$ cat src/ctrl_isa_pkg.sv
package ctrl_isa_pkg;

    ////////////////////
    // instruction word fields
    ////////////////////

    // opcode field width
    localparam int OPCODE_W = 6;

    // alu select width, opcode bits 4 down to 1
    localparam int ALU_OP_W = 4;

    // opcode bit that asks for an extension word
    localparam int EXT_BIT = 0;

    ////////////////////
    // field types
    ////////////////////

    // raw opcode as latched from the instruction word
    typedef logic [OPCODE_W-1:0] opcode_t;

    // alu operation select handed to the datapath
    typedef logic [ALU_OP_W-1:0] alu_op_t;

    ////////////////////
    // opcode map
    ////////////////////

    // 0o00 to 0o37 are alu operations
    // everything above is not implemented and flags illegal
    localparam opcode_t LAST_ALU_OPCODE = 6'o37;

endpackage

$ cat src/ctrl_seq_pkg.sv
package ctrl_seq_pkg;

    ////////////////////
    // fetch stage states
    ////////////////////

    typedef enum logic [3:0] {
        F_IDLE,
        F_PC_LOAD,
        F_INT1,
        F_INT2,
        F_WAIT,
        F_DECODE,
        F_EXEC,
        F_EXT_WAIT,
        F_EXT
    } fetch_state_t;

    ////////////////////
    // memory stage
    ////////////////////

    typedef enum logic [2:0] {
        M_IDLE,
        M_DISPATCH,
        M_WAIT_RDY,
        M_XFER,
        M_PORT_WAIT,
        M_PORT_HOLD
    } mem_state_t;

    // command levels held by the datapath
    typedef logic [1:0] mem_cmd_t;

    localparam mem_cmd_t MC_NONE  = 2'd0;
    localparam mem_cmd_t MC_LOAD  = 2'd1;
    localparam mem_cmd_t MC_STORE = 2'd2;
    localparam mem_cmd_t MC_PORT  = 2'd3;

    ////////////////////
    // write-back stage
    ////////////////////

    typedef enum logic [1:0] {
        W_IDLE,
        W_DISPATCH,
        W_REG,
        W_MEM_WAIT
    } wb_state_t;

    // code 3 is spare and behaves as none
    typedef logic [1:0] wb_cmd_t;

    localparam wb_cmd_t WB_NONE = 2'd0;
    localparam wb_cmd_t WB_REG  = 2'd1;
    localparam wb_cmd_t WB_MEM  = 2'd2;

endpackage

$ cat src/cpu_ctrl.sv
module cpu_ctrl
    import ctrl_isa_pkg::*, ctrl_seq_pkg::*;
(
    input  logic     clk,
    input  logic     rst_n,
    // fetch side
    input  opcode_t  opcode,
    input  logic     i_odv,
    input  logic     i_pending,
    input  logic     pc_w,
    output logic     i_req,
    output logic     int_ack,
    output logic     pc_load,
    output logic     alu_go,
    output alu_op_t  alu_op,
    output logic     illegal,
    output logic     ext_load,
    // memory side
    input  logic     d_odv,
    input  logic     hs_in,
    input  mem_cmd_t mem_cmd,
    output logic     d_req,
    output logic     d_we,
    output logic     hs_out,
    // write-back side
    input  wb_cmd_t  wb_cmd,
    output logic     reg_we,
    output logic     d_rdy
);

    ////////////////////
    // idle ring
    ////////////////////

    // fetch -> mem -> wb -> fetch
    logic fetch_idle;
    logic mem_idle;
    logic wb_idle;

    fetch_seq u_fetch (
        .clk        (clk),
        .rst_n      (rst_n),
        .i_odv      (i_odv),
        .i_pending  (i_pending),
        .pc_w       (pc_w),
        .opcode     (opcode),
        .wb_idle    (wb_idle),
        .i_req      (i_req),
        .pc_load    (pc_load),
        .int_ack    (int_ack),
        .alu_go     (alu_go),
        .illegal    (illegal),
        .ext_load   (ext_load),
        .fetch_idle (fetch_idle),
        .alu_op     (alu_op)
    );

    mem_seq u_mem (
        .clk        (clk),
        .rst_n      (rst_n),
        .fetch_idle (fetch_idle),
        .d_rdy      (d_rdy),
        .d_odv      (d_odv),
        .hs_in      (hs_in),
        .mem_cmd    (mem_cmd),
        .d_req      (d_req),
        .d_we       (d_we),
        .hs_out     (hs_out),
        .mem_idle   (mem_idle)
    );

    // d_rdy also goes out to the datapath
    wb_seq u_wb (
        .clk      (clk),
        .rst_n    (rst_n),
        .mem_idle (mem_idle),
        .d_odv    (d_odv),
        .wb_cmd   (wb_cmd),
        .reg_we   (reg_we),
        .d_rdy    (d_rdy),
        .wb_idle  (wb_idle)
    );

endmodule

$ cat src/fetch_seq.sv
module fetch_seq
    import ctrl_isa_pkg::*, ctrl_seq_pkg::*;
(
    input  logic    clk,
    input  logic    rst_n,
    input  logic    i_odv,
    input  logic    i_pending,
    input  logic    pc_w,
    input  opcode_t opcode,
    input  logic    wb_idle,
    output logic    i_req,
    output logic    pc_load,
    output logic    int_ack,
    output logic    alu_go,
    output logic    illegal,
    output logic    ext_load,
    output logic    fetch_idle,
    output alu_op_t alu_op
);

    fetch_state_t state;
    fetch_state_t next_state;

    // instruction register, opcode part only
    opcode_t ir;

    logic legal;
    logic needs_ext;

    ////////////////////
    // decode of latched opcode
    ////////////////////

    assign legal     = (ir <= LAST_ALU_OPCODE);
    assign needs_ext = legal && ir[EXT_BIT];
    assign alu_op    = ir[ALU_OP_W:1];

    ////////////////////
    // state register
    ////////////////////

    always_ff @(posedge clk)
    begin
        if (!rst_n)
            state <= F_IDLE;
        else
            state <= next_state;
    end

    // opcode captured on the accepting word
    always_ff @(posedge clk)
    begin
        if (state == F_WAIT && i_odv)
            ir <= opcode;
    end

    always_comb
    begin
        next_state = state;
        case (state)
            F_IDLE:
            begin
                // write-back must be free before a new item starts
                if (wb_idle)
                begin
                    if (pc_w)
                        next_state = F_PC_LOAD;
                    else if (i_pending)
                        next_state = F_INT1;
                    else
                        next_state = F_WAIT;
                end
            end
            F_PC_LOAD:  next_state = i_pending ? F_INT1 : F_WAIT;
            F_INT1:     next_state = F_INT2;
            F_INT2:     next_state = F_WAIT;
            F_WAIT:     next_state = i_odv ? F_DECODE : F_WAIT;
            F_DECODE:   next_state = F_EXEC;
            F_EXEC:     next_state = needs_ext ? F_EXT_WAIT : F_IDLE;
            F_EXT_WAIT: next_state = i_odv ? F_EXT : F_EXT_WAIT;
            F_EXT:      next_state = F_IDLE;
            default:    next_state = F_IDLE;
        endcase
    end

    ////////////////////
    // moore outputs
    ////////////////////

    assign i_req      = (state == F_WAIT) || (state == F_EXT_WAIT);
    assign pc_load    = (state == F_PC_LOAD);
    assign int_ack    = (state == F_INT1) || (state == F_INT2);
    assign alu_go     = (state == F_EXEC) && legal;
    assign illegal    = (state == F_EXEC) && !legal;
    assign ext_load   = (state == F_EXT);
    assign fetch_idle = (state == F_IDLE);

    // one issue strobe per executed opcode
    a_issue_onehot: assert property (@(posedge clk) disable iff (!rst_n)
        !(alu_go && illegal))
        else $error("alu_go and illegal high together");

    // acknowledge is a two cycle pulse
    a_int_ack_len: assert property (@(posedge clk) disable iff (!rst_n)
        (state == F_INT1) |=> int_ack)
        else $error("int_ack shorter than two cycles");

endmodule

$ cat src/mem_seq.sv
module mem_seq
    import ctrl_seq_pkg::*;
(
    input  logic     clk,
    input  logic     rst_n,
    input  logic     fetch_idle,
    input  logic     d_rdy,
    input  logic     d_odv,
    input  logic     hs_in,
    input  mem_cmd_t mem_cmd,
    output logic     d_req,
    output logic     d_we,
    output logic     hs_out,
    output logic     mem_idle
);

    mem_state_t state;
    mem_state_t next_state;

    // command as seen in dispatch
    mem_cmd_t cmd;

    ////////////////////
    // state and command
    ////////////////////

    always_ff @(posedge clk)
    begin
        if (!rst_n)
        begin
            state <= M_IDLE;
            cmd   <= MC_NONE;
        end
        else
        begin
            state <= next_state;
            if (state == M_DISPATCH)
                cmd <= mem_cmd;
        end
    end

    always_comb
    begin
        next_state = state;
        case (state)
            M_IDLE:
            begin
                if (fetch_idle)
                    next_state = M_DISPATCH;
            end
            M_DISPATCH:
            begin
                case (mem_cmd)
                    MC_LOAD, MC_STORE: next_state = M_WAIT_RDY;
                    MC_PORT:           next_state = M_PORT_WAIT;
                    default:           next_state = M_IDLE;
                endcase
            end
            // write-back still waiting on memory data
            M_WAIT_RDY:  next_state = d_rdy ? M_XFER : M_WAIT_RDY;
            M_XFER:      next_state = d_odv ? M_IDLE : M_XFER;
            // two phase exchange with the port partner
            M_PORT_WAIT: next_state = hs_in ? M_PORT_HOLD : M_PORT_WAIT;
            M_PORT_HOLD: next_state = hs_in ? M_PORT_HOLD : M_IDLE;
            default:     next_state = M_IDLE;
        endcase
    end

    ////////////////////
    // outputs
    ////////////////////

    assign d_req    = (state == M_XFER);
    assign d_we     = d_req && (cmd == MC_STORE);
    assign hs_out   = (state == M_PORT_HOLD);
    assign mem_idle = (state == M_IDLE);

    // port exchange and data transfer are separate items
    a_port_xfer_excl: assert property (@(posedge clk) disable iff (!rst_n)
        !(hs_out && d_req))
        else $error("hs_out and d_req high together");

    a_we_in_xfer: assert property (@(posedge clk) disable iff (!rst_n)
        d_we |-> d_req)
        else $error("d_we without d_req");

endmodule

$ cat src/wb_seq.sv
module wb_seq
    import ctrl_seq_pkg::*;
(
    input  logic    clk,
    input  logic    rst_n,
    input  logic    mem_idle,
    input  logic    d_odv,
    input  wb_cmd_t wb_cmd,
    output logic    reg_we,
    output logic    d_rdy,
    output logic    wb_idle
);

    wb_state_t state;
    wb_state_t next_state;

    always_ff @(posedge clk)
    begin
        if (!rst_n)
            state <= W_IDLE;
        else
            state <= next_state;
    end

    always_comb
    begin
        next_state = state;
        case (state)
            W_IDLE:
            begin
                if (mem_idle)
                    next_state = W_DISPATCH;
            end
            W_DISPATCH:
            begin
                // spare code falls through to idle
                case (wb_cmd)
                    WB_REG:  next_state = W_REG;
                    WB_MEM:  next_state = W_MEM_WAIT;
                    default: next_state = W_IDLE;
                endcase
            end
            W_REG:      next_state = W_IDLE;
            W_MEM_WAIT: next_state = d_odv ? W_IDLE : W_MEM_WAIT;
            default:    next_state = W_IDLE;
        endcase
    end

    ////////////////////
    // outputs
    ////////////////////

    assign reg_we  = (state == W_REG);
    // low only while waiting on memory data
    assign d_rdy   = (state != W_MEM_WAIT);
    assign wb_idle = (state == W_IDLE);

    a_reg_we_pulse: assert property (@(posedge clk) disable iff (!rst_n)
        reg_we |=> !reg_we)
        else $error("reg_we held for two cycles");

endmodule
$ cat config.mk
export PLATFORM = sky130hd
export DESIGN_NAME = cpu_ctrl
export DESIGN_NICKNAME = d
export VERILOG_FILES = /design/src/ctrl_isa_pkg.sv /design/src/ctrl_seq_pkg.sv /design/src/cpu_ctrl.sv /design/src/fetch_seq.sv /design/src/mem_seq.sv /design/src/wb_seq.sv
export SDC_FILE = /design/constraint.sdc
export NUM_CORES = 1
export LEC_CHECK = 0
export BUFFER_PORTS_ARGS = -buffer_cell sky130_fd_sc_hd__buf_2
export CORE_MARGIN = 4
export CORE_UTILIZATION = 30
export CTS_CLUSTER_SIZE = 8
export DETAILED_ROUTE_END_ITERATION = 10
export GPL_TIMING_DRIVEN = 1
export SETUP_SLACK_MARGIN = 0.05
export SYNTH_ARGS = -nofsm -noshare
export SYNTH_HDL_FRONTEND = slang
export SYNTH_SLANG_ARGS = --single-unit
$ cat constraint.sdc
create_clock -name clk -period 1.83 [get_ports clk]
set_clock_uncertainty 0.2 [all_clocks]
set_input_delay 0 -clock clk [delete_from_list [all_inputs] [get_ports clk]]
set_output_delay 0 -clock clk [all_outputs]
set_load 0.01 [all_outputs]
==> flow_summary.json, run 1 <==
{
  "status": "completed",
  "max_slew_margin_pct": 71.8,
  "first_iter_violations": 26,
  "p_leak_nw": 0.545,
  "synth_area_leaders": "dfxtp_1 23%, edfxtp_1 18%, a21oi_1 5.6%",
  "grt_start_max_net_pins": 15,
  "rr_worst_depth": 4,
  "grt_first_pass_wirelength_mm": 4.09,
  "finalSetupTns_ns": 0,
  "ant_nets": 0,
  "wl_mm": 2.20,
  "clk_pin_slew_ns": 0.11,
  "layout-drive-gt1-share_pct": 35.2,
  "hold_violations": 0,
  "antenna_cells": 0,
  "grtUsageTotal_pct": 12.0,
  "synth-xor-area-share_pct": 0,
  "p_comb_share_pct": 40.0,
  "worstPathMaxFanout": 10,
  "numClockSinks": 17,
  "place_congestion": 0.747,
  "dp_hpwl_mm": 1.60,
  "synth-edff-count": 6,
  "synth_commonest_cells": "11 x a21oi_1, 11 x dfxtp_1, 7 x nand2_1",
  "synth_top_family_by_area": "simple AND/OR/NAND/NOR gates",
  "synthCells": 102,
  "vias": 899,
  "hp-class": "in2reg",
  "final_nets": 165,
  "regArea_um2": 405,
  "multi_input_area_um2": 480,
  "cts_max_path_buffers": 2,
  "power.density_nw_per_um2": 1060,
  "fin_crit_ns": 1.62,
  "synthAdderAreaFrac_pct": 2.57,
  "finalSetupViolCount": 0,
  "ir_drop_mv": 0.395,
  "post_synth_mux_area_share_pct": 3.08,
  "slew_viol_final": 0,
  "worstPathArrival_ns": 1.59,
  "grt_pass1_vias": 935,
  "syn_nets": 121,
  "yosysTopAreaCellShare_pct": 22.6,
  "overflow": 0,
  "setup.worst_path.class": "reg2reg",
  "critPathLaunchType": "flop",
  "row_count": 20,
  "post_drt_wl_per_cell_um": 11.6,
  "synth_area_um2": 975,
  "core-area_um2": 3080,
  "min_delay_path_depth": 5,
  "holdCritStartpoint": "wb_cmd[0]",
  "port_buffers": 31,
  "max_slew.worst_pin.slew_ns": 0.422,
  "root_buffer": "clkbuf_4",
  "htree_num_levels": 1,
  "yosys_warnings": 0,
  "cts_tree": "built",
  "finalInstanceArea_um2": 1330,
  "p_seq_share_pct": 45.3,
  "placed_area_um2": 1140,
  "cp-end-kind": "flop",
  "areaGrowthSynthToFinish_pct": 36.6,
  "swShare_pct": 38.7,
  "initial_utilization_pct": 31.7,
  "cts_post_setup_buffers_inserted": 0,
  "final.period_utilization_pct": 88.7,
  "fmax_mhz": 616,
  "synthSimpleGateAreaFrac_pct": 29.3,
  "finish.utilization_pct": 43.3,
  "power.switching_uw": 546,
  "io_pins": 32,
  "ys_types": 35,
  "p_int_uw": 863,
  "timing.rr.end": "u_mem.state[0]",
  "clock_power_share_pct": 14.7,
  "synth-async-reset-ratio_pct": 0,
  "synth_compound_area_share_pct": 13.7,
  "vias_per_cell": 4.76,
  "yosys.area.top_type": "dfxtp_1",
  "nFillCells": 297,
  "cp_data_required_time_ns": 1.80,
  "numCtsBuffers": 3,
  "drcViolationCount": 0,
  "yosysSeqAreaShare_pct": 41.1,
  "min_delay_worst_endpoint": "u_wb.state[1]",
  "syn-mean-instance-area_um2": 9.56,
  "insertion_delay_ns": 0.29,
  "die_w_um": 65,
  "dr.pass1.iters": 4,
  "die_area_um2": 4230,
  "max_cap_viol_count": 0,
  "antenna_found_initial": 0,
  "timing.hold.ws_ns": 0.0204,
  "rsz0062_at_grt": "false",
  "crit-reg2reg-launch": "u_fetch.state[3]",
  "reg2reg_setup_slack_ns": 0.21,
  "yosys_most_used_dff": "dfxtp_1",
  "ys_ff_latch": 17,
  "fp.dieH_um": 65
}
-- per-layer routing --
metal	track usage, %	part of all wire [%]	vias up
met2	20.1	48	29
li1	-	-	458
met1	15.1	45	408
met5	0	0	-
met4	3.43	0.55	0
met3	3.29	5.8	4
-- flip-flops by register name (all words and copies together) (netlist names) --
signal,flops
u_fetch.state,4
u_fetch.ir,6
u_wb.state,2
u_mem.state,3
u_mem.cmd,2
-- power groups by stage --
stage               Combinational (mW)  Sequential, mW  Clock (mW)
floorplan                        0.507           0.553           0
CTS                              0.569           0.627       0.219
detailed placement               0.542           0.635           0
global placement                 0.527           0.633           0
finish                           0.564           0.638       0.208
global route                     0.634           0.663       0.245
-- worst max-delay path by stage --
stage                startpoint               end  slack [ns]
6_report       u_fetch.state[3]    u_mem.state[0]        0.21
3_5_place_dp   u_fetch.state[2]  u_fetch.state[2]        0.20
2_1_floorplan  u_fetch.state[0]     u_fetch.ir[0]        0.25
3_3_place_gp   u_fetch.state[2]     u_fetch.ir[3]        0.24
5_1_grt        u_fetch.state[0]             i_req        0.09
4_1_cts        u_fetch.state[2]            alu_go        0.08
-- worst max-delay path: stages, from the launching register on --
cell,delay (ns)
dfxtp_1,0.60
nor4_4,0.09
or4_4,0.44
nand3_4,0.11
a211oi_1,0.05
-- timing repair --
action                                  in CTS  in global routing
hold endpoints to repair                    17                  0
gates resized for setup                      0                  4
hold buffers                                16                  0
endpoints found under the setup margin       0                 12
-- cell usage in the layout, fill, tap and decap left out --
cell type / Yosys / routed
inv_1: 6 / 6
o21ai_0: 4 / 4
nand2_1: 7 / 7
edfxtp_1: 6 / 6
dfxtp_1: 11 / 7
nor4_2: 3 / 4
and3_1: 3 / 3
nor3b_2: 1 / 1
buf_2: 2 / 31
clkinvlp_4: 0 / 1
clkbuf_4: 0 / 3
nand2b_1: 4 / 4
a22oi_1: 1 / 1
nor3_1: 3 / 3
nor4b_1: 3 / 3
nor2b_1: 3 / 3
nor4_4: 1 / 1
dfxtp_2: 0 / 4
a31oi_1: 2 / 2
nand3_4: 1 / 1
o41ai_1: 1 / 1
a211oi_1: 1 / 1
or4_4: 1 / 1
nand4b_1: 1 / 1
nand3b_1: 2 / 2
mux2i_1: 3 / 3
a211o_1: 1 / 1
o22ai_1: 1 / 1
nand2_2: 1 / 1
buf_4: 5 / 3
dlygate4sd3_1: 0 / 16
a21oi_1: 11 / 11
nor2_1: 5 / 5
ha_1: 2 / 2
o211ai_1: 1 / 1
-- kinds of logic (layout without fill, tap and decap cells) --
| group | after synthesis | count (layout) |
|---|---|---|
| compound gates | 23 | 23 |
| fa+ha+maj | 2 | 2 |
| buf+inv | 17 | 60 |
| flops | 17 | 17 |
| mux | 3 | 3 |
| simple gates | 40 | 40 |
-- cell type report --
| class | count | area share [%] |
|---|---|---|
| clock buffer | 3 | 1.69 |
| clock inverter | 1 | 0.564 |
| sequential | 17 | 30.5 |
| timing repair buffer | 50 | 25.4 |
| inverter | 6 | 1.69 |
| multi-input combinational | 68 | 36.1 |
| tap | 44 | 4.14 |
-- stage by stage --
step	worst slack [ns]	std cells	power, mW
6_report	0.208	189	1.41
3_5_place_dp	0.195	169	1.18
2_1_floorplan	0.246	102	1.06
3_3_place_gp	0.245	169	1.16
4_1_cts	0.0758	189	1.42
5_1_grt	0.0934	189	1.54
No activity file was read; power rests on OpenSTA's default activity.
==> inputs of run 2 (changes only) <==
--- a/config.mk
+++ b/config.mk
@@ -11,7 +11,9 @@
 export CTS_CLUSTER_SIZE = 8
 export DETAILED_ROUTE_END_ITERATION = 10
 export GPL_TIMING_DRIVEN = 1
+export RECOVER_POWER = 50
 export SETUP_SLACK_MARGIN = 0.05
 export SYNTH_ARGS = -nofsm -noshare
 export SYNTH_HDL_FRONTEND = slang
 export SYNTH_SLANG_ARGS = --single-unit
+export TNS_END_PERCENT = 10
==> constraint.sdc (replaced) <==
create_clock -name clk -period 2 [get_ports clk]
set_clock_uncertainty 0.2 [all_clocks]
set_input_delay 0 -clock clk [delete_from_list [all_inputs] [get_ports clk]]
set_output_delay 0 -clock clk [all_outputs]
set_load 0.01 [all_outputs]
==> flow_summary.json, run 2 (synthesized netlist as in run 1, its figures left out) <==
{
  "finalInstanceArea_um2": 1320,
  "clk_pin_slew_ns": 0.11,
  "rsz0062_at_grt": "false",
  "cts_max_path_buffers": 2,
  "regArea_um2": 404,
  "first_iter_violations": 20,
  "p_total_mw": 1.29,
  "finish.utilization_pct": 43.0,
  "grtUsageTotal_pct": 11.2,
  "p_seq_share_pct": 47.9,
  "clock_power_share_pct": 14.5,
  "max_slew_margin_pct": 66.0,
  "largestRegisters": "u_fetch.ir (6), u_fetch.state (4), u_mem.state (3)",
  "root_buffer": "clkbuf_4",
  "worstPathArrival_ns": 1.80,
  "dr.pass1.iters": 5,
  "cts_post_setup_buffers_inserted": 0,
  "numCtsBuffers": 3,
  "drcViolationCount": 0,
  "pre_cts_slack_ns": 0.345,
  "max_slew.worst_pin.slew_ns": 0.509,
  "swShare_pct": 39.0,
  "grt_first_pass_wirelength_mm": 3.75,
  "ant_nets": 0,
  "setup_slack_ns": 0.182,
  "wl_mm": 2.29,
  "p_leak_nw": 0.513,
  "critPathLaunchType": "flop",
  "initial_utilization_pct": 31.7,
  "multi_input_area_um2": 480,
  "die_w_um": 65,
  "dr_wl_met2_mm": 1.14,
  "place_congestion": 0.676,
  "cp_data_required_time_ns": 1.98,
  "met1_length_mm": 1.02,
  "final.period_utilization_pct": 90.9,
  "cts_tree": "built",
  "die_area_um2": 4230,
  "io_pins": 32,
  "final_nets": 165,
  "power.density_nw_per_um2": 973,
  "p_int_uw": 786,
  "fin_crit_ns": 1.82,
  "power.switching_uw": 502,
  "layout-drive-gt1-share_pct": 25.5,
  "status": "completed",
  "top_register": "u_fetch.ir",
  "insertion_delay_ns": 0.29,
  "crit_chain": "nor3b_4 -> mux2i_1 -> nor2b_1 -> dlygate4sd3_1",
  "highest_layer": "met3",
  "vias_per_cell": 4.76,
  "core-area_um2": 3080,
  "cp_top_family": "buffers and inverters",
  "vias": 900,
  "ir_drop_mv": 0.298,
  "setup.worst_path.class": "reg2reg",
  "max_cap_viol_count": 0,
  "p_comb_share_pct": 37.6,
  "slew_viol_final": 0,
  "post_drt_wl_per_cell_um": 12.1,
  "wl_met3_um": 134,
  "port_buffers": 31,
  "areaGrowthSynthToFinish_pct": 35.7,
  "finalSetupViolCount": 0,
  "most-common-layout-cells": "21 x buf_2, 18 x dlygate4sd3_1, 11 x a21oi_1",
  "final_common_cell": "buf_2",
  "cp-end-kind": "flop",
  "dp_hpwl_mm": 1.57,
  "hp-class": "in2reg",
  "finalSetupTns_ns": 0,
  "largest_reg_flops": 6,
  "cpMaxStageDelayCell": "dlygate4sd3_1",
  "hold_violations": 0,
  "fp.dieH_um": 65,
  "critical_path_buf_inv_count": 1,
  "overflow": 0,
  "antenna_found_initial": 0,
  "fmax_mhz": 550,
  "grt_start_max_net_pins": 15,
  "cpPeakStageDelay_ns": 0.55,
  "row_count": 20,
  "nFillCells": 301,
  "htree_num_levels": 1,
  "grt_pass1_vias": 839,
  "numClockSinks": 17,
  "antenna_cells": 0,
  "worstPathMaxFanout": 10,
  "placed_area_um2": 1110
}
run 2: cell count changes in the layout (fill, tap and decap cells not counted), moves of 2 or more:
| cell | before | now |
|---|---|---|
| buf_2 | 31 | 21 |
| buf_4 | 3 | 1 |
| clkbuf_1 | 0 | 10 |
| dlygate4sd3_1 | 16 | 18 |
run 2: path summary, 6_finish.rpt:
kind	from	to	slack (ns)	depth (start not counted)
setup / recovery	u_mem.state[0]	u_mem.cmd[0]	0.18	4
hold / removal	wb_cmd[0]	u_wb.state[1]	0.03	5
setup reg to reg	u_mem.state[0]	u_mem.cmd[0]	0.18	4
hold reg to reg	u_wb.state[0]	u_wb.state[1]	0.36	1
run 2: stage by stage:
| step | std cells | hold slack, ns |
|---|---|---|
| 6_report | 189 | 0.0258 |
| 5_1_grt | 189 | 0.0348 |
| 4_1_cts | 189 | 0.0163 |
| 3_5_place_dp | 167 | -0.0213 |
| 3_3_place_gp | 167 | -0.0197 |
| 2_1_floorplan | 102 | -0.101 |
run 2: cell type report:
type	instances	area share, %
sequential	17	30.6
multi-input combinational	68	36.3
tap	44	4.16
timing repair buffer	50	25.0
inverter	6	1.70
clock buffer	3	1.70
clock inverter	1	0.568
run 2: power groups by stage:
stage	registers, mW	logic, mW	clock network [mW]
2_1_floorplan	0.506	0.459	0
3_3_place_gp	0.607	0.430	0
3_5_place_dp	0.611	0.441	0
4_1_cts	0.603	0.479	0.199
5_1_grt	0.635	0.539	0.222
6_report	0.617	0.484	0.187
run 2: what timing repair did:
| item | in CTS | in global routing |
|---|---|---|
| hold buffers | 18 | 0 |
| hold endpoints to repair | 17 | 0 |
| resized for setup | 0 | 4 |
| setup endpoints to repair | 0 | 2 |
run 2: worst min-delay path, stage by stage:
cell	delay (ns)
buf_2	0.09
inv_1	0.05
ha_1	0.12
mux2i_1	0.05
and3_1	0.16
run 2: metal layers:
layer  track usage, %  vias up
met1             13.8      413
met3             2.95        0
met4             2.37        0
met5                0        -
met2             19.5       30
li1                 -      457
==> inputs of run 3 (changes only) <==
--- a/config.mk
+++ b/config.mk
@@ -5,6 +5,7 @@
 export SDC_FILE = /design/constraint.sdc
 export NUM_CORES = 1
 export LEC_CHECK = 0
+export ABC_AREA = 1
 export BUFFER_PORTS_ARGS = -buffer_cell sky130_fd_sc_hd__buf_2
 export CORE_MARGIN = 4
 export CORE_UTILIZATION = 30
==> flow_summary.json, run 3 <==
{
  "initial_utilization_pct": 31.1,
  "nFillCells": 324,
  "fmax_mhz": 552,
  "multi_input_area_um2": 428,
  "ys_types": 22,
  "finalSetupTns_ns": 0,
  "hold_violations": 0,
  "max_cap_viol_count": 0,
  "areaGrowthSynthToFinish_pct": 42.6,
  "setup.worst_path.class": "in2reg",
  "clock_power_share_pct": 12.6,
  "p_total_mw": 1.40,
  "cpPeakStageDelay_ns": 0.57,
  "fin_crit_ns": 1.81,
  "drcViolationCount": 0,
  "cp-end-kind": "flop",
  "worstPathMaxFanout": 2,
  "grtUsageTotal_pct": 12.2,
  "layout-drive-gt1-share_pct": 21.2,
  "post_drt_wl_per_cell_um": 10.5,
  "final.period_utilization_pct": 90.6,
  "yosysSeqAreaShare_pct": 42.1,
  "row_count": 20,
  "synth_area_leaders": "dfxtp_1 23%, edfxtp_1 19%, inv_1 8.7%",
  "vias_per_cell": 4.38,
  "syn-mean-instance-area_um2": 7.49,
  "antenna_found_initial": 0,
  "top_register": "u_fetch.ir",
  "worstPathArrival_ns": 1.81,
  "setup_slack_ns": 0.187,
  "p_seq_share_pct": 38.8,
  "grt_pass1_vias": 1009,
  "yosys_most_used_dff": "dfxtp_1",
  "numClockSinks": 17,
  "vias": 977,
  "first_iter_violations": 23,
  "crit_chain": "dlygate4sd3_1 -> buf_2 -> ha_1 -> nand2_1 -> nand2_1 -> o21ai_0 -> dlygate4sd3_1 -> inv_1",
  "yosys_warnings": 0,
  "grt_start_max_net_pins": 10,
  "p_int_uw": 805,
  "cpMaxStageDelayCell": "dlygate4sd3_1",
  "ys_ff_latch": 17,
  "largest_reg_flops": 6,
  "hp-class": "in2reg",
  "core-area_um2": 3050,
  "ir_drop_mv": 0.429,
  "cp_top_family": "buffers and inverters",
  "status": "completed",
  "power.density_nw_per_um2": 1030,
  "synthCells": 127,
  "cts_max_path_buffers": 2,
  "cp_data_required_time_ns": 1.99,
  "yosysTopAreaCellShare_pct": 23.2,
  "htree_num_levels": 1,
  "port_buffers": 31,
  "critical_path_buf_inv_count": 4,
  "regArea_um2": 403,
  "p_comb_share_pct": 48.7,
  "die_w_um": 64.3,
  "cts_tree": "built",
  "synth-edff-count": 6,
  "finalSetupViolCount": 0,
  "final_common_cell": "inv_1",
  "overflow": 0,
  "synth_commonest_cells": "22 x inv_1, 22 x nor2_1, 15 x nand2_1",
  "yosys.area.top_type": "dfxtp_1",
  "most-common-layout-cells": "23 x inv_1, 22 x nor2_1, 22 x buf_2",
  "final_nets": 199,
  "slew_viol_final": 0,
  "power.switching_uw": 593,
  "synth_area_um2": 951,
  "numCtsBuffers": 3,
  "die_area_um2": 4130,
  "p_leak_nw": 0.655,
  "dp_hpwl_mm": 1.73,
  "critPathLaunchType": "input port",
  "max_slew.worst_pin.slew_ns": 0.231,
  "place_congestion": 0.890,
  "ant_nets": 0,
  "grt_first_pass_wirelength_mm": 4.13,
  "io_pins": 32,
  "wl_mm": 2.33,
  "max_slew_margin_pct": 84.4,
  "largestRegisters": "u_fetch.ir (6), u_fetch.state (4), u_mem.state (3)",
  "fp.dieH_um": 64.3,
  "pre_cts_slack_ns": 0.595,
  "dr.pass1.iters": 5,
  "clk_pin_slew_ns": 0.09,
  "insertion_delay_ns": 0.28,
  "rsz0062_at_grt": "false",
  "antenna_cells": 0,
  "synth-async-reset-ratio_pct": 0,
  "syn_nets": 146,
  "swShare_pct": 42.4,
  "root_buffer": "clkbuf_4"
}
==> run 3: cell types whose count changed after synthesis, moves of 3 or more <==
cell / change
nor4b_1: -3
inv_1: +16
nor2_1: +17
nand2_1: +8
nor4_2: -3
nor2_2: +5
a21oi_1: -4
nand3_1: +11
nand2b_1: -4
mux2i_1: -3
nor2b_1: -3
and3_1: -3
==> run 3: final cells by class <==
type,count,share of cell area (%)
clock buffers,4,1.94
inverters,24,6.64
flip-flops and latches,17,29.7
multi-input cells,82,31.5
repair buffers,52,26.1
well taps,44,4.06
==> run 3: through the flow <==
step	hold slack, ns	cell area (um^2)	util [%]	std cells
3_5_place_dp	-0.0211	1130	37.0	198
5_1_grt	0.234	1360	44.4	223
2_1_floorplan	-0.101	951	-	127
4_1_cts	0.226	1370	44.8	223
3_3_place_gp	-0.0168	1130	37.0	198
6_report	0.233	1360	44.4	223
==> run 3: worst reg2reg max path, stage by stage, from the launching register on <==
cell,delay [ns]
dfxtp_1,0.45
inv_1,0.09
nand3_1,0.13
nor2_1,0.07
o21ai_0,0.16
dlygate4sd3_1,0.57
inv_1,0.04
==> run 3: worst paths after layout <==
path	endpoint	slack [ns]	depth (start not counted)	startpoint
setup / recovery	u_mem.state[1]	0.19	8	mem_cmd[0]
hold / removal	u_fetch.ir[3]	0.23	2	opcode[3]
setup reg to reg	u_mem.state[1]	0.20	6	u_mem.state[2]
hold reg to reg	u_mem.cmd[1]	0.28	2	u_mem.cmd[1]
==> run 3: timing repair <==
action                                  4_1_cts  5_1_grt
setup buffers                                 0        0
resized for setup                             0        2
hold endpoints to repair                     23        0
hold buffers                                 21        0
endpoints found under the setup margin        0        1
==> run 3: kinds of logic (layout without fill, tap and decap cells) <==
group | count (synthesis) | count (layout) | share of synthesized area (%)
flops | 17 | 17 | 42.1
buf+inv | 28 | 80 | 12.6
compound gates | 15 | 15 | 8.95
fa+ha+maj | 2 | 2 | 2.63
simple gates | 65 | 65 | 33.7
==> run 3: routing by layer <==
metal | wire [um] | track usage, %
met2 | 1160 | 23.1
met1 | 1020 | 14.1
met3 | 157 | 3.51
met4 | 0 | 0.792
met5 | 0 | 0
==> run 3: power groups by stage <==
stage          combinational [mW]  clock, mW  sequential [mW]
2_1_floorplan               0.462          0            0.529
5_1_grt                     0.777      0.201            0.561
6_report                    0.680      0.176            0.542
3_3_place_gp                0.595          0            0.537
4_1_cts                     0.684      0.182            0.537
3_5_place_dp                0.605          0            0.545
